$ cat src/breakout_pkg.sv
package breakout_pkg;

	// pixel coordinate on the playfield
	typedef logic [9:0] coord_t;

	// brick hit points
	// zero means the cell is empty
	typedef logic [1:0] hp_t;

	// brick cell index, row * 16 + column
	typedef logic [6:0] cell_addr_t;

	// requester number on the arbiter
	// 0 is the ball, 1 is the host
	typedef logic [0:0] port_id_t;

	// ball step sequencing
	typedef enum logic [2:0] {
		st_idle,
		st_probe_h,
		st_wait_h,
		st_probe_v,
		st_wait_v,
		st_move
	} ball_state_t;

endpackage
$ cat src/breakout_core.sv
module breakout_core #(
	parameter int unsigned field_w     = 128,
	parameter int unsigned field_h     = 128,
	parameter int unsigned ball_size   = 4,
	parameter int unsigned brick_w     = 8,
	parameter int unsigned brick_h     = 8,
	parameter int unsigned queue_depth = 2
) (
	input  logic                     clk,
	input  logic                     resetn,
	input  logic                     step,
	input  breakout_pkg::coord_t     start_x,
	input  breakout_pkg::coord_t     start_y,
	input  breakout_pkg::coord_t     plat_x,
	input  breakout_pkg::coord_t     plat_y,
	input  breakout_pkg::coord_t     plat_w,
	// host port into the brick map
	input  logic                     host_req_valid,
	input  logic                     host_req_write,
	input  breakout_pkg::cell_addr_t host_req_addr,
	input  breakout_pkg::hp_t        host_req_hp,
	output logic                     host_credit,
	output logic                     host_rsp_valid,
	output breakout_pkg::hp_t        host_rsp_hp,
	// ball
	output breakout_pkg::coord_t     ball_x,
	output breakout_pkg::coord_t     ball_y,
	output logic                     x_dir,
	output logic                     y_dir,
	output logic                     collision,
	output logic                     miss,
	output logic                     step_done
);
	import breakout_pkg::*;

	// control to ball logic
	logic probe_h;
	logic probe_v;
	logic do_move;
	logic probe_done;

	// ball request port
	logic       ball_req_valid;
	logic       ball_req_write;
	cell_addr_t ball_req_addr;
	hp_t        ball_req_hp;
	logic       ball_credit;
	logic       ball_rsp_valid;
	hp_t        ball_rsp_hp;

	// memory side
	logic       mem_en;
	logic       mem_write;
	cell_addr_t mem_addr;
	hp_t        mem_wdata;
	hp_t        mem_rdata;
	logic       mem_ready;

	ball_control u_control (
		.clk        (clk),
		.resetn     (resetn),
		.step       (step),
		.probe_done (probe_done),
		.probe_h    (probe_h),
		.probe_v    (probe_v),
		.do_move    (do_move),
		.step_done  (step_done)
	);

	ball_logic #(
		.field_w     (field_w),
		.field_h     (field_h),
		.ball_size   (ball_size),
		.brick_w     (brick_w),
		.brick_h     (brick_h),
		.queue_depth (queue_depth)
	) u_ball (
		.clk        (clk),
		.resetn     (resetn),
		.start_x    (start_x),
		.start_y    (start_y),
		.plat_x     (plat_x),
		.plat_y     (plat_y),
		.plat_w     (plat_w),
		.probe_h    (probe_h),
		.probe_v    (probe_v),
		.do_move    (do_move),
		.probe_done (probe_done),
		.req_valid  (ball_req_valid),
		.req_write  (ball_req_write),
		.req_addr   (ball_req_addr),
		.req_hp     (ball_req_hp),
		.credit     (ball_credit),
		.rsp_valid  (ball_rsp_valid),
		.rsp_hp     (ball_rsp_hp),
		.ball_x     (ball_x),
		.ball_y     (ball_y),
		.x_dir      (x_dir),
		.y_dir      (y_dir),
		.collision  (collision),
		.miss       (miss)
	);

	brick_arbiter #(
		.queue_depth (queue_depth)
	) u_arbiter (
		.clk            (clk),
		.resetn         (resetn),
		.ball_req_valid (ball_req_valid),
		.ball_req_write (ball_req_write),
		.ball_req_addr  (ball_req_addr),
		.ball_req_hp    (ball_req_hp),
		.ball_credit    (ball_credit),
		.ball_rsp_valid (ball_rsp_valid),
		.ball_rsp_hp    (ball_rsp_hp),
		.host_req_valid (host_req_valid),
		.host_req_write (host_req_write),
		.host_req_addr  (host_req_addr),
		.host_req_hp    (host_req_hp),
		.host_credit    (host_credit),
		.host_rsp_valid (host_rsp_valid),
		.host_rsp_hp    (host_rsp_hp),
		.mem_en         (mem_en),
		.mem_write      (mem_write),
		.mem_addr       (mem_addr),
		.mem_wdata      (mem_wdata),
		.mem_rdata      (mem_rdata),
		.mem_ready      (mem_ready)
	);

	brick_map u_map (
		.clk    (clk),
		.resetn (resetn),
		.en     (mem_en),
		.write  (mem_write),
		.addr   (mem_addr),
		.wdata  (mem_wdata),
		.rdata  (mem_rdata),
		.ready  (mem_ready)
	);

endmodule

$ cat src/ball_logic.sv
module ball_logic #(
	parameter int unsigned field_w     = 128,
	parameter int unsigned field_h     = 128,
	parameter int unsigned ball_size   = 4,
	parameter int unsigned brick_w     = 8,
	parameter int unsigned brick_h     = 8,
	parameter int unsigned queue_depth = 2
) (
	input  logic                     clk,
	input  logic                     resetn,
	input  breakout_pkg::coord_t     start_x,
	input  breakout_pkg::coord_t     start_y,
	input  breakout_pkg::coord_t     plat_x,
	input  breakout_pkg::coord_t     plat_y,
	input  breakout_pkg::coord_t     plat_w,
	input  logic                     probe_h,
	input  logic                     probe_v,
	input  logic                     do_move,
	output logic                     probe_done,
	// brick request port
	output logic                     req_valid,
	output logic                     req_write,
	output breakout_pkg::cell_addr_t req_addr,
	output breakout_pkg::hp_t        req_hp,
	input  logic                     credit,
	input  logic                     rsp_valid,
	input  breakout_pkg::hp_t        rsp_hp,
	// ball state
	output breakout_pkg::coord_t     ball_x,
	output breakout_pkg::coord_t     ball_y,
	output logic                     x_dir,
	output logic                     y_dir,
	output logic                     collision,
	output logic                     miss
);
	import breakout_pkg::*;

	// 16 by 8 brick grid
	localparam int unsigned grid_cols = 16;
	localparam int unsigned grid_rows = 8;
	localparam int unsigned col_shift = $clog2(brick_w);
	localparam int unsigned row_shift = $clog2(brick_h);
	localparam int unsigned cnt_w     = $clog2(queue_depth + 1);

	coord_t     probe_px;
	coord_t     probe_py;
	logic       in_area;
	cell_addr_t probe_addr;

	// request bookkeeping
	logic             pend_rd;
	logic             pend_wr;
	logic             wait_rsp;
	logic             probe_axis;
	cell_addr_t       rd_addr;
	cell_addr_t       wr_addr;
	hp_t              wr_hp;
	logic [cnt_w-1:0] credits;
	logic             send;

	// bounce results for the move
	logic nx_dir;
	logic ny_dir;
	logic hit_bottom;

	// pixel just past the leading edge
	// x_dir 1 is right, y_dir 1 is down
	always_comb begin
		if (probe_v) begin
			probe_px = ball_x;
			probe_py = y_dir ? ball_y + coord_t'(ball_size) : ball_y - 1'b1;
		end else begin
			probe_px = x_dir ? ball_x + coord_t'(ball_size) : ball_x - 1'b1;
			probe_py = ball_y;
		end
	end

	// x - 1 at the left wall wraps high and lands outside too
	assign in_area = (probe_px < coord_t'(grid_cols * brick_w)) &&
		(probe_py < coord_t'(grid_rows * brick_h));
	assign probe_addr = cell_addr_t'((probe_py >> row_shift) * grid_cols +
		(probe_px >> col_shift));

	// pending write goes first so it stays ahead of the next read
	assign send      = (pend_wr || pend_rd) && (credits != '0);
	assign req_valid = send;
	assign req_write = pend_wr;
	assign req_addr  = pend_wr ? wr_addr : rd_addr;
	assign req_hp    = wr_hp;

	// walls, paddle and floor, later rules win
	always_comb begin
		nx_dir     = x_dir;
		ny_dir     = y_dir;
		hit_bottom = 1'b0;
		if (ball_x == '0)
			nx_dir = 1'b1;
		else if (ball_x == coord_t'(field_w - ball_size))
			nx_dir = 1'b0;
		if (ball_y == '0)
			ny_dir = 1'b1;
		// paddle top edge, only when coming down
		if (y_dir && (ball_y + coord_t'(ball_size) == plat_y) &&
				(ball_x + coord_t'(ball_size) > plat_x) && (ball_x < plat_x + plat_w))
			ny_dir = 1'b0;
		if (ball_y == coord_t'(field_h - ball_size)) begin
			ny_dir     = 1'b0;
			hit_bottom = 1'b1;
		end
	end

	always_ff @(posedge clk) begin
		if (!resetn) begin
			pend_rd    <= 1'b0;
			pend_wr    <= 1'b0;
			wait_rsp   <= 1'b0;
			probe_axis <= 1'b0;
			probe_done <= 1'b0;
			collision  <= 1'b0;
			miss       <= 1'b0;
			credits    <= cnt_w'(queue_depth);
			ball_x     <= start_x;
			ball_y     <= start_y;
			x_dir      <= 1'b1;
			y_dir      <= 1'b1;
		end else begin
			probe_done <= 1'b0;
			collision  <= 1'b0;
			miss       <= 1'b0;
			credits    <= credits - cnt_w'(send) + cnt_w'(credit);
			if (send) begin
				if (pend_wr) begin
					pend_wr <= 1'b0;
				end else begin
					pend_rd  <= 1'b0;
					wait_rsp <= 1'b1;
				end
			end
			// new probe, off the grid it is done at once
			if (probe_h || probe_v) begin
				probe_axis <= probe_v;
				if (in_area)
					pend_rd <= 1'b1;
				else
					probe_done <= 1'b1;
			end
			if (wait_rsp && rsp_valid) begin
				wait_rsp   <= 1'b0;
				probe_done <= 1'b1;
				// brick hit
				if (rsp_hp != '0) begin
					pend_wr   <= 1'b1;
					collision <= 1'b1;
					if (probe_axis)
						y_dir <= ~y_dir;
					else
						x_dir <= ~x_dir;
				end
			end
			if (do_move) begin
				x_dir  <= nx_dir;
				y_dir  <= ny_dir;
				miss   <= hit_bottom;
				ball_x <= nx_dir ? ball_x + 1'b1 : ball_x - 1'b1;
				ball_y <= ny_dir ? ball_y + 1'b1 : ball_y - 1'b1;
			end
		end
	end

	// addresses and write data
	always_ff @(posedge clk) begin
		if ((probe_h || probe_v) && in_area)
			rd_addr <= probe_addr;
		if (wait_rsp && rsp_valid) begin
			wr_addr <= rd_addr;
			wr_hp   <= rsp_hp - 1'b1;
		end
	end

endmodule

$ cat src/ball_control.sv
module ball_control (
	input  logic clk,
	input  logic resetn,
	input  logic step,
	input  logic probe_done,
	output logic probe_h,
	output logic probe_v,
	output logic do_move,
	output logic step_done
);
	import breakout_pkg::*;

	ball_state_t state;
	ball_state_t state_nx;

	// one pass per frame step
	// horizontal probe, vertical probe, then the move
	always_comb begin
		state_nx = state;
		case (state)
			st_idle: begin
				// steps while busy fall through here unseen
				if (step)
					state_nx = st_probe_h;
			end
			st_probe_h:
				state_nx = st_wait_h;
			st_wait_h: begin
				if (probe_done)
					state_nx = st_probe_v;
			end
			st_probe_v:
				state_nx = st_wait_v;
			st_wait_v: begin
				if (probe_done)
					state_nx = st_move;
			end
			st_move:
				state_nx = st_idle;
			default:
				state_nx = st_idle;
		endcase
	end

	always_ff @(posedge clk) begin
		if (!resetn) begin
			state     <= st_idle;
			step_done <= 1'b0;
		end else begin
			state <= state_nx;
			// high while the new position is visible
			step_done <= (state == st_move);
		end
	end

	// probe states last one cycle so these are pulses
	assign probe_h = (state == st_probe_h);
	assign probe_v = (state == st_probe_v);
	assign do_move = (state == st_move);

endmodule

$ cat src/brick_arbiter.sv
module brick_arbiter #(
	parameter int unsigned queue_depth = 2
) (
	input  logic                     clk,
	input  logic                     resetn,
	// ball side
	input  logic                     ball_req_valid,
	input  logic                     ball_req_write,
	input  breakout_pkg::cell_addr_t ball_req_addr,
	input  breakout_pkg::hp_t        ball_req_hp,
	output logic                     ball_credit,
	output logic                     ball_rsp_valid,
	output breakout_pkg::hp_t        ball_rsp_hp,
	// host side
	input  logic                     host_req_valid,
	input  logic                     host_req_write,
	input  breakout_pkg::cell_addr_t host_req_addr,
	input  breakout_pkg::hp_t        host_req_hp,
	output logic                     host_credit,
	output logic                     host_rsp_valid,
	output breakout_pkg::hp_t        host_rsp_hp,
	// brick memory
	output logic                     mem_en,
	output logic                     mem_write,
	output breakout_pkg::cell_addr_t mem_addr,
	output breakout_pkg::hp_t        mem_wdata,
	input  breakout_pkg::hp_t        mem_rdata,
	input  logic                     mem_ready
);
	import breakout_pkg::*;

	localparam int unsigned ptr_w = (queue_depth > 1) ? $clog2(queue_depth) : 1;
	localparam int unsigned cnt_w = $clog2(queue_depth + 1);

	// queue storage, first index is the port id
	logic       q_write [2][queue_depth];
	cell_addr_t q_addr  [2][queue_depth];
	hp_t        q_hp    [2][queue_depth];

	logic [ptr_w-1:0] wr_ptr [2];
	logic [ptr_w-1:0] rd_ptr [2];
	logic [cnt_w-1:0] q_cnt  [2];

	// incoming requests gathered by port id
	logic       in_valid [2];
	logic       in_write [2];
	cell_addr_t in_addr  [2];
	hp_t        in_hp    [2];
	logic       pop      [2];

	port_id_t rr_next;
	port_id_t winner;
	logic     grant;
	logic     rd_pend;
	port_id_t rd_port;

	function automatic logic [ptr_w-1:0] ptr_inc(input logic [ptr_w-1:0] p);
		if (p == ptr_w'(queue_depth - 1))
			return '0;
		return p + 1'b1;
	endfunction

	assign in_valid[0] = ball_req_valid;
	assign in_write[0] = ball_req_write;
	assign in_addr[0]  = ball_req_addr;
	assign in_hp[0]    = ball_req_hp;
	assign in_valid[1] = host_req_valid;
	assign in_write[1] = host_req_write;
	assign in_addr[1]  = host_req_addr;
	assign in_hp[1]    = host_req_hp;

	// round robin, the favoured queue goes first
	always_comb begin
		grant  = 1'b0;
		winner = rr_next;
		if (mem_ready) begin
			if (q_cnt[rr_next] != '0) begin
				grant  = 1'b1;
				winner = rr_next;
			end else if (q_cnt[~rr_next] != '0) begin
				grant  = 1'b1;
				winner = ~rr_next;
			end
		end
	end

	assign pop[0] = grant && (winner == 1'b0);
	assign pop[1] = grant && (winner == 1'b1);

	// queue head straight into the memory
	assign mem_en    = grant;
	assign mem_write = q_write[winner][rd_ptr[winner]];
	assign mem_addr  = q_addr[winner][rd_ptr[winner]];
	assign mem_wdata = q_hp[winner][rd_ptr[winner]];

	// a credit returns as the entry leaves
	assign ball_credit = pop[0];
	assign host_credit = pop[1];

	// read data lands one cycle after issue
	assign ball_rsp_valid = rd_pend && (rd_port == 1'b0);
	assign host_rsp_valid = rd_pend && (rd_port == 1'b1);
	assign ball_rsp_hp    = mem_rdata;
	assign host_rsp_hp    = mem_rdata;

	always_ff @(posedge clk) begin
		if (!resetn) begin
			for (int i = 0; i < 2; i++) begin
				wr_ptr[i] <= '0;
				rd_ptr[i] <= '0;
				q_cnt[i]  <= '0;
			end
			rr_next <= '0;
			rd_pend <= 1'b0;
			rd_port <= '0;
		end else begin
			for (int i = 0; i < 2; i++) begin
				if (in_valid[i])
					wr_ptr[i] <= ptr_inc(wr_ptr[i]);
				if (pop[i])
					rd_ptr[i] <= ptr_inc(rd_ptr[i]);
				q_cnt[i] <= q_cnt[i] + cnt_w'(in_valid[i]) - cnt_w'(pop[i]);
			end
			// the loser gets first pick next time
			if (grant) begin
				rr_next <= ~winner;
				rd_port <= winner;
			end
			rd_pend <= grant && !mem_write;
		end
	end

	// queue payload
	always_ff @(posedge clk) begin
		for (int i = 0; i < 2; i++) begin
			if (in_valid[i]) begin
				q_write[i][wr_ptr[i]] <= in_write[i];
				q_addr[i][wr_ptr[i]]  <= in_addr[i];
				q_hp[i][wr_ptr[i]]    <= in_hp[i];
			end
		end
	end

endmodule

$ cat src/brick_map.sv
module brick_map (
	input  logic                    clk,
	input  logic                    resetn,
	input  logic                    en,
	input  logic                    write,
	input  breakout_pkg::cell_addr_t addr,
	input  breakout_pkg::hp_t        wdata,
	output breakout_pkg::hp_t        rdata,
	output logic                    ready
);
	import breakout_pkg::*;

	// one entry per cell address
	localparam int unsigned num_cells = 2 ** $bits(cell_addr_t);

	hp_t        mem [num_cells];
	cell_addr_t clr_addr;

	// clear sweep, one cell per cycle after reset
	always_ff @(posedge clk) begin
		if (!resetn) begin
			clr_addr <= '0;
			ready    <= 1'b0;
		end else if (!ready) begin
			clr_addr <= clr_addr + 1'b1;
			// last cell written this cycle
			if (clr_addr == cell_addr_t'(num_cells - 1))
				ready <= 1'b1;
		end
	end

	// single port array
	// reads see the old content on a write
	always_ff @(posedge clk) begin
		if (!ready)
			mem[clr_addr] <= '0;
		else if (en && write)
			mem[addr] <= wdata;
		if (en)
			rdata <= mem[addr];
	end

endmodule

$ cat config.mk
export PLATFORM = sky130hd
export DESIGN_NAME = breakout_core
export DESIGN_NICKNAME = d
export VERILOG_FILES = /design/src/breakout_pkg.sv /design/src/breakout_core.sv /design/src/ball_logic.sv /design/src/ball_control.sv /design/src/brick_arbiter.sv /design/src/brick_map.sv
export SDC_FILE = /design/constraint.sdc
export NUM_CORES = 1
export LEC_CHECK = 0
export ABC_AREA = 1
export BUFFER_PORTS_ARGS = -buffer_cell sky130_fd_sc_hd__buf_2
export CAP_MARGIN = 20
export CELL_PAD_IN_SITES_DETAIL_PLACEMENT = 1
export CELL_PAD_IN_SITES_GLOBAL_PLACEMENT = 2
export CORE_MARGIN = 3
export CORE_UTILIZATION = 42
export DETAILED_ROUTE_END_ITERATION = 10
export PLACE_DENSITY = 0.84
export SLEW_MARGIN = 10
export SYNTH_ARGS = -nofsm -noshare
export SYNTH_HDL_FRONTEND = slang
export SYNTH_HIERARCHICAL = 1
export SYNTH_SLANG_ARGS = --single-unit
$ cat constraint.sdc
create_clock -name clk -period 9.4 [get_ports clk]
set_input_delay 0 -clock clk [delete_from_list [all_inputs] [get_ports clk]]
set_output_delay 0 -clock clk [all_outputs]
set_load 0.05 [all_outputs]
# Yosys cells after proc, flatten, opt, wreduce, memory -nomap -nowiden
# Memories as Yosys holds them, arrays and structs flattened. A register that Yosys moved wholly into a read port is not among the register bits.
# Cells that the tools add are included.
[totals] mem_count=7 rom_bits=0 latch_bits=0 mem_bits_rw=304 reg_bits=62 wordCells=256 in_bits=64
[memory_table] memory="u_map.mem" depth=128 width=2 rd=1 rd_clocked_by_memory_dff=1 wr=1 line="brick_map.sv:16" source="hp_t mem [num_cells];"
[memory_table] memory="u_arbiter.q_addr" depth=2 width=14 rd=1 rd_clocked_by_memory_dff=0 wr=2 line="brick_arbiter.sv:37" source="cell_addr_t q_addr [2][queue_depth];"
[memory_table] memory="u_arbiter.q_hp" depth=2 width=4 rd=1 rd_clocked_by_memory_dff=0 wr=2 line="brick_arbiter.sv:38" source="hp_t q_hp [2][queue_depth];"
[memory_table] memory="u_arbiter.q_cnt" depth=2 width=2 rd=4 rd_clocked_by_memory_dff=1 wr=2 line="brick_arbiter.sv:42" source="logic [cnt_w-1:0] q_cnt [2];"
[memory_table] memory="u_arbiter.q_write" depth=2 width=2 rd=1 rd_clocked_by_memory_dff=0 wr=2 line="brick_arbiter.sv:36" source="logic q_write [2][queue_depth];"
[memory_table] memory="u_arbiter.rd_ptr" depth=2 width=1 rd=3 rd_clocked_by_memory_dff=0 wr=2 line="brick_arbiter.sv:41" source="logic [ptr_w-1:0] rd_ptr [2];"
[memory_table] memory="1 more memories"
[classes] shifts=0 order_cmp=9 eq_ne=14 div_mod_pow=0 addsub=20 muxes=132 reduce_logical=36 multipliers=0 bitwise_logic=16
[op_table] operator="$mux W10" count=10
[op_table] operator="$mux W1" count=91
[op_table] operator="$mux W7" count=7
[op_table] operator="$mux W14" count=2
[op_table] operator="$add A10 B1 Y10 const B" count=2
[op_table] operator="$add A10 B3 Y10 const B" count=2
[op_table] operator="$eq A10 B7 Y1 const B" count=2
[op_table] operator="$logic_not A10 Y1" count=2
[op_table] operator="$mux W2" count=10
[op_table] operator="$sub A10 B1 Y10 const B" count=2
[op_table] operator="$logic_and A1 B1 Y1" count=15
[op_table] operator="$pmux W3 S5" count=1
[op_table] operator="$demux W7 S1" count=2
[op_table] operator="$reduce_bool A2 Y1" count=7
[op_table] operator="$add A10 B10 Y10" count=1
[op_table] operator="$eq A10 B10 Y1" count=1
[op_table] operator="$gt A10 B10 Y1" count=1
[op_table] operator="$lt A10 B10 Y1" count=1
[op_table] operator="$lt A10 B7 Y1 const B" count=1
[op_table] operator="$lt A10 B8 Y1 const B" count=1
[op_table] operator="$mux W3" count=3
[op_table] operator="$reduce_and A3 Y1" count=3
[op_table] operator="$mux W4" count=2
[op_table] operator="$add A7 B1 Y7 const B" count=1
[op_table] operator="23 further kinds" count=57

# Logic depth before layout (Yosys ltp)
# Gate-level depths: netlist of the first run.
# An unclocked memory read counts as a cell.
[logic_depth] word_depth=17 depth_mapped=26 depth_no_buf=24

# Cells and area by module
# The synthesis of the first run kept the hierarchy.
[modules_own_cells] mod="brick_map" area_each_um2=11543.6 cells_per_inst=1107 seq_area_each_um2=7907.6 instances=1
[modules_own_cells] mod="ball_logic" area_each_um2=4505.6 cells_per_inst=654 seq_area_each_um2=1301.2 instances=1
[modules_own_cells] mod="brick_arbiter" area_each_um2=2379.8 cells_per_inst=237 seq_area_each_um2=1481.4 instances=1
[modules_own_cells] mod="ball_control" area_each_um2=168.9 cells_per_inst=26 seq_area_each_um2=80.1 instances=1

# Least setup slack after synthesis of the first run
# No wires, ideal clock.
[synth_path] path_kind="flip-flop to flip-flop" start="memory u_arbiter/q_cnt[1][1] (netlist bit)" end="memory u_map/mem[0][0] (netlist bit), data pin" n_path_buf=2 synth_period_minus_slack_ns=5.395 t_arrival_ns=4.599 stages_incl_launch_ff=14 slack_ns=4.005 cell_sequence="dfxtp_1 -> nor2_2 -> nand2_2 -> nand2_4 -> nand4_2 -> nand2_4 -> buf_8 -> nand2_2 -> nand2_1 -> nand2_1 -> nand2_2 -> nand3_2 -> buf_6 -> nor2_1"
[synth_lines] element="start, declared" line="brick_arbiter.sv:42"
[synth_lines] element="end, declared" line="brick_map.sv:16"

==> impl_metrics.ini, run 1 <==
[sta]
slew_viol_final = 0
worst_pin_slew_ps = 1090
grt_setup_unrepaired = false
timing.fmax_mhz = 204
layout_worst_path_cycle_share_pct = 52.3
finalHoldViolations = 0
skew_ps = 16.9
setup_violating_endpoint_count_in_the_final_report = 0
totalNegativeSetupSlack_ps = 0
layout_min_cycle_time_ps = 4910
timing.slew.headroom_pct = 27.3

[run]
cap_viol_max_count = 0

[die]
die_y_um = 216
design.die.area_mm2 = 0.0468
initial_core_util_pct = 42.9
chipWidth_um = 216
placementRows = 76
core_region_area_mm2 = 0.0434
design.portCount = 93

[routing]
drc_markers = 0
routed.top_layer = met4
detail_route.vias_per_cell = 5.24
vias = 14300
ant_nets = 0
met2RoutedLength_um = 26700
drt_wl_total_um = 52500
drt-pass1-iter-count = 5
route.layer.met1.wl_um = 22200
route.detailed.wl_per_inst_um = 19.2
dr.first_iter.drc_count = 734
detailroute.wirelength.met3_um = 2280

[setup_path]
cp_cell_sequence = nor2_2, nand2_2, nand2_4, nand3_4, nand2_4, nand2_4, inv_2, nand2_1, nand2_1, nand2_1, nand2_1, clkinv_1, o21ai_2, inv_2, nor2_2, nand2_1, nor2_1
cp_data_required_time_ps = 9620
worst_path_max_delay_cell = sky130_fd_sc_hd__clkinv_1
critical_path.top_delay_family = simple AND/OR/NAND/NOR gates
critical_path_class = register to register
slowest_delay_ps = 850
startpoint_type = register
worst-path-max-fanout = 24
critical_path_buf_inv_count = 3
worst_path_most_repeated_cell = sky130_fd_sc_hd__nand2_1
cp.arrival_ps = 5130
critical_path_end_type = register

[synth]
synth_seq_cells = 369
synth_edf_count = 338
synth_largest_area_cell = sky130_fd_sc_hd__edfxtp_1
yosysWarningCount = 6
synth_sequential_area_ratio_pct = 57.9
post_synth_main_area_contributors = sky130_fd_sc_hd__edfxtp_1, sky130_fd_sc_hd__nand2_1, sky130_fd_sc_hd__nand3_1
number_of_nets_in_the_synthesized_netlist = 2137
syn_inst = 2024
most_common_flop_cell_mapped_by_yosys = sky130_fd_sc_hd__edfxtp_1
post_synth_num_cell_types = 50
synth.top_cell.area_share_pct = 54.6
mappedNetlistArea_mm2 = 0.0186
synth-async-reset-ratio_pct = 0
synthesized_area_divided_by_synthesized_cell_count_um2 = 9.19

[clock_network]
post_cts_resize_count = 0
ctsLongestPathBuffers = 3
clk-insertion-delay-late_ps = 550
htreeDepth = 2
cts.hold.buffers_added = 32
cts.sinks = 369
cts_inserted_buffers = 39
clock_tree.root_cell = sky130_fd_sc_hd__clkbuf_16
tritoncts = yes
cts.repair_timing.setup_buffer_count = 0
cts.reportedPaths.clkPinSlew_ps = 60

[hold_path]
tightest_hold_check_type = primary input to register

[global_routing]
grt_first_pass_wirelength_um = 82400
grt_usage_pct = 22.4
grt_overflow = 0
vias_in_the_first_global_route = 15300
grt_antenna_before_repair = 1
grt_max_degree = 105

[power]
power.density_cell_area_mw_per_mm2 = 177
cellLeakagePower_nw = 8.37
ir_drop_v = 0.000104

[placed_design]
number_of_placed_cells_counting_well_taps = 2623
place_hpwl_um = 34100
number_of_port_buffers = 92
routabilityCongestion = 0.872

[finish]
area.growth.synth_to_final_pct = 13.4
num-nets-final = 2226
finished_layout_cells = 2729
drive_above_1_share_pct = 10.6

[outcome]
run_status = finished clean
==> tightest hold or removal path: stages <==
cell	delay [ps]
sky130_fd_sc_hd__buf_2	90
sky130_fd_sc_hd__buf_4	280
sky130_fd_sc_hd__nand3_1	150
==> path summary, 6_finish.rpt <==
kind	from	endpoint	slack, ps	cells past startpoint
worst min register to register	u_ball/rd_addr[0]	u_ball/wr_addr[0]	450	0
worst min-delay path	resetn	u_ball/credits[1]	30	3
worst max register to register	u_arbiter/q_cnt[1][1]	u_map/mem[104][1]	4490	17
worst max-delay path	u_arbiter/q_cnt[1][1]	u_map/mem[104][1]	4490	17
==> logic make-up (layout without fill, tap and decap cells) <==
kind of cell             after synthesis  after routing  share of synthesized area [%]
adder cells (fa/ha/maj)               49             49                           3.38
flip-flops                           369            369                           57.9
other                                  0              1                              0
AND/OR/NAND/NOR                     1218           1218                           27.9
XOR/XNOR                              38             38                           1.79
buffers and inverters                240            359                           5.40
AO/OA/AOI/OAI                        110            110                           3.59
==> cells in the final DEF (no fill, tap or decap), drive strengths merged, types with 7 or more instances in the layout <==
master,Yosys,layout
nor2,218,218
a21oi,52,52
nand2,671,671
dfxtp,31,31
clkbuf,37,58
clkinv,3,14
ha,47,47
nand4,7,7
xor2,31,31
buf,50,103
o21ai,39,39
xnor2,7,7
inv,150,149
edfxtp,338,338
dlygate4sd3,0,32
nor3,19,19
nand3,293,293
==> Yosys cell counts (7+ instances only) <==
| library cell | number |
|---|---|
| sky130_fd_sc_hd__xnor2_1 | 7 |
| sky130_fd_sc_hd__nand2_1 | 652 |
| sky130_fd_sc_hd__a21oi_1 | 50 |
| sky130_fd_sc_hd__buf_2 | 26 |
| sky130_fd_sc_hd__dfxtp_1 | 31 |
| sky130_fd_sc_hd__nand2_4 | 8 |
| sky130_fd_sc_hd__inv_1 | 138 |
| sky130_fd_sc_hd__nand2_2 | 11 |
| sky130_fd_sc_hd__xor2_1 | 31 |
| sky130_fd_sc_hd__edfxtp_1 | 338 |
| sky130_fd_sc_hd__nor3_1 | 17 |
| sky130_fd_sc_hd__clkbuf_1 | 35 |
| sky130_fd_sc_hd__buf_1 | 13 |
| sky130_fd_sc_hd__nor2_2 | 11 |
| sky130_fd_sc_hd__nor2_1 | 205 |
| sky130_fd_sc_hd__nand3_1 | 288 |
| sky130_fd_sc_hd__ha_1 | 47 |
| sky130_fd_sc_hd__o21ai_0 | 28 |
| sky130_fd_sc_hd__o21ai_2 | 7 |
| sky130_fd_sc_hd__inv_2 | 12 |
==> routing by layer <==
layer  vias to the layer above  track usage [%]
li1                       6915                -
met1                      7009             27.6
met2                       279             40.5
met3                        86             3.67
met4                         0             6.57
met5                         -                0
==> where the power goes <==
group | leakage, nW | total (mW) | internal [mW] | switching [mW]
logic | 4.94 | 0.390 | 0.128 | 0.262
clock network | 0.606 | 1.51 | 0.892 | 0.616
registers | 2.83 | 1.83 | 1.80 | 0.0305
==> through the flow <==
stage | total power, mW | worst slack (ps) | area, µm² | hold slack (ps) | utilization (%)
6_report | 3.73 | 4490 | 21100 | 31.7 | 48.6
2_1_floorplan | 2.12 | 4000 | 18600 | 98.9 | -
3_3_place_gp | 2.23 | 4790 | 19500 | 188 | 44.9
5_1_grt | 3.88 | 4100 | 21100 | 44.8 | 48.6
4_1_cts | 3.77 | 4510 | 21000 | 9.52 | 48.5
3_5_place_dp | 2.24 | 4540 | 19500 | 192 | 44.9
==> flip-flops by register name, summed over array words and instances, names as in the netlist, 2 cells and up, named ones only <==
register           cells
u_arbiter/wr_ptr       2
u_ball/wr_addr         7
u_map/rdata            2
u_ball/ball_y         10
u_arbiter/rd_ptr       2
u_arbiter/q_hp         8
u_arbiter/q_write      4
u_ball/req_hp          2
u_arbiter/q_addr      28
u_ball/rd_addr         7
u_map/mem            256
u_control/state        3
u_ball/credits         2
u_arbiter/q_cnt        4
u_map/clr_addr         7
u_ball/ball_x         10
==> cell type report <==
cell class	instances	area, µm²
Sequential cell	369	10800
Timing Repair Buffer	135	903
Antenna cell	1	2.50
Clock buffer	58	1140
Fill cell	5017	22300
Multi-Input combinational cell	1415	6850
Tap cell	585	732
Clock inverter	13	109
Inverter	153	576
No activity file was read; power rests on OpenSTA's default activity.
==> inputs of run 2 (changes only) <==
CORE_UTILIZATION = 39   (was 42)
PLACE_DENSITY = 0.79   (was 0.84)
clock period = 4.9 ns   (was 9.4 ns; I/O delays follow)
==> impl_metrics.ini, run 2 (synthesis gave the netlist of run 1 again) <==
[routing]
detail_route.vias_per_cell = 5.18
route.detailed.wl_per_inst_um = 19.1
drt-pass1-iter-count = 5
dr.first_iter.drc_count = 757
vias = 14300
ant_nets = 0
drt_wl_total_um = 52600
drc_markers = 0

[setup_path]
critical_path_class = register to register
cp.arrival_ps = 4580
critical_path_end_type = register
cp_data_required_time_ps = 5130
startpoint_type = register
worst-path-max-fanout = 24

[placed_design]
preCtsSetupSlack_ps = 679
place_area_mm2 = 0.0196
place_hpwl_um = 35400
number_of_port_buffers = 92
routabilityCongestion = 0.807
number_of_placed_cells_counting_well_taps = 2653

[sta]
finalHoldViolations = 0
grt_setup_unrepaired = false
layout_worst_path_cycle_share_pct = 88.9
totalNegativeSetupSlack_ps = 0
skew_ps = 15.1
layout_setup_ws_ps = 544
setup_violating_endpoint_count_in_the_final_report = 0
timing.slew.headroom_pct = 30.2
slew_viol_final = 0
timing.fmax_mhz = 230
layout_min_cycle_time_ps = 4360
worst_pin_slew_ps = 1050

[finish]
diodes = 0
layout_commonest_cell = sky130_fd_sc_hd__nand2_1
layout.cells.most_common_list = sky130_fd_sc_hd__nand2_1, sky130_fd_sc_hd__edfxtp_1, sky130_fd_sc_hd__nand3_1
area.growth.synth_to_final_pct = 14.2
num-nets-final = 2236
largest_reg_flops = 256
regMostFlops = u_map/mem
postLayoutCoreUtil_pct = 45.3
drive_above_1_share_pct = 11.4
finalInstanceArea_mm2 = 0.0212
finished_layout_cells = 2760

[die]
initial_core_util_pct = 39.7
design.die.area_mm2 = 0.0503
die_y_um = 224
design.portCount = 93
chipWidth_um = 224
placementRows = 79
core_region_area_mm2 = 0.0469

[global_routing]
vias_in_the_first_global_route = 15000
grt_overflow = 0
grt_max_degree = 129
grt_usage_pct = 21.0
grt_antenna_before_repair = 0
grt_first_pass_wirelength_um = 83000

[clock_network]
htreeDepth = 2
ctsLongestPathBuffers = 3
cts.reportedPaths.clkPinSlew_ps = 60
tritoncts = yes
clk-insertion-delay-late_ps = 550
clock_tree.root_cell = sky130_fd_sc_hd__clkbuf_16
cts.sinks = 369
cts_inserted_buffers = 41
post_cts_resize_count = 0

[power]
ir_drop_v = 0.000188
power.internal_mw = 5.51
pwr-share-seq_pct = 48.1
combPwrFrac_pct = 10.2
power.density_cell_area_mw_per_mm2 = 344
cellLeakagePower_nw = 8.46
share_clk_of_total_power_pct = 41.7
net_switching_power_figure_mw = 1.79
sw_frac_of_total_pct = 24.6

[run]
cap_viol_max_count = 0

[hold_path]
tightest_hold_check_type = primary input to register

[outcome]
run_status = finished clean
run 2: cell types whose count changed in the layout (fill, tap and decap cells not counted), sizes merged:
cell	delta
clkinv	+11
clkbuf	-12
diode	-1
bufinv	+3
buf	+8
run 2: area by class of cell:
| cell class | instances | area [µm²] |
|---|---|---|
| Tap cell | 607 | 759 |
| Clock inverter | 27 | 258 |
| Fill cell | 5347 | 25600 |
| Sequential cell | 369 | 10800 |
| Timing Repair Buffer | 143 | 968 |
| Inverter | 153 | 576 |
| Clock buffer | 46 | 1050 |
| Multi-Input combinational cell | 1415 | 6850 |
run 2: stage by stage:
| step | total power, mW | hold WS [ps] |
|---|---|---|
| detailed placement | 4.30 | 192 |
| CTS | 7.40 | 27.2 |
| global route | 7.63 | 64.6 |
| global placement | 4.28 | 187 |
| floorplan | 4.06 | 98.9 |
| finish | 7.30 | 62.6 |
run 2: what timing repair did:
item	4_1_cts	5_1_grt
hold endpoints to repair	46	0
hold buffers	32	0
buffers inserted	0	0
run 2: worst max-delay path, stage by stage, from the launching register on:
cell and delay, ps:
sky130_fd_sc_hd__dfxtp_1 640, sky130_fd_sc_hd__nand4_2 240, sky130_fd_sc_hd__nand2_4 290, sky130_fd_sc_hd__nand2_1 150, sky130_fd_sc_hd__nand2_4 140, sky130_fd_sc_hd__nand2_1 90
sky130_fd_sc_hd__nand2_2 110, sky130_fd_sc_hd__nand3_2 420, sky130_fd_sc_hd__o21ai_2 420, sky130_fd_sc_hd__inv_1 150, sky130_fd_sc_hd__nor3_1 370, sky130_fd_sc_hd__nand2_1 620
sky130_fd_sc_hd__nor2_1 390
run 2: power groups by stage:
| stage | clock network, mW | logic, mW | registers (mW) |
|---|---|---|---|
| after floorplan | 0 | 0.463 | 3.60 |
| after global placement | 0 | 0.709 | 3.57 |
| after detailed placement | 0 | 0.727 | 3.57 |
| after CTS | 3.14 | 0.751 | 3.51 |
| after global routing | 3.28 | 0.844 | 3.51 |
| final | 3.05 | 0.745 | 3.51 |
run 2: path summary, 6_finish.rpt:
check | startpoint | endpoint | slack [ps] | cells past startpoint
worst min register to register | u_ball/rd_addr[0] | u_ball/wr_addr[0] | 460 | 0
worst min-delay path | resetn | u_ball/credits[0] | 60 | 4
worst max register to register | u_map/ready | u_map/mem[33][0] | 540 | 12
worst max-delay path | u_map/ready | u_map/mem[33][0] | 540 | 12
run 2: metal layers:
metal	up-vias	share of wire [%]	track usage, %
met4	0	1.9	4.92
li1	6947	-	-
met2	229	50	37.2
met5	-	0	0
met3	67	3.5	3.29
met1	7050	44	27.2
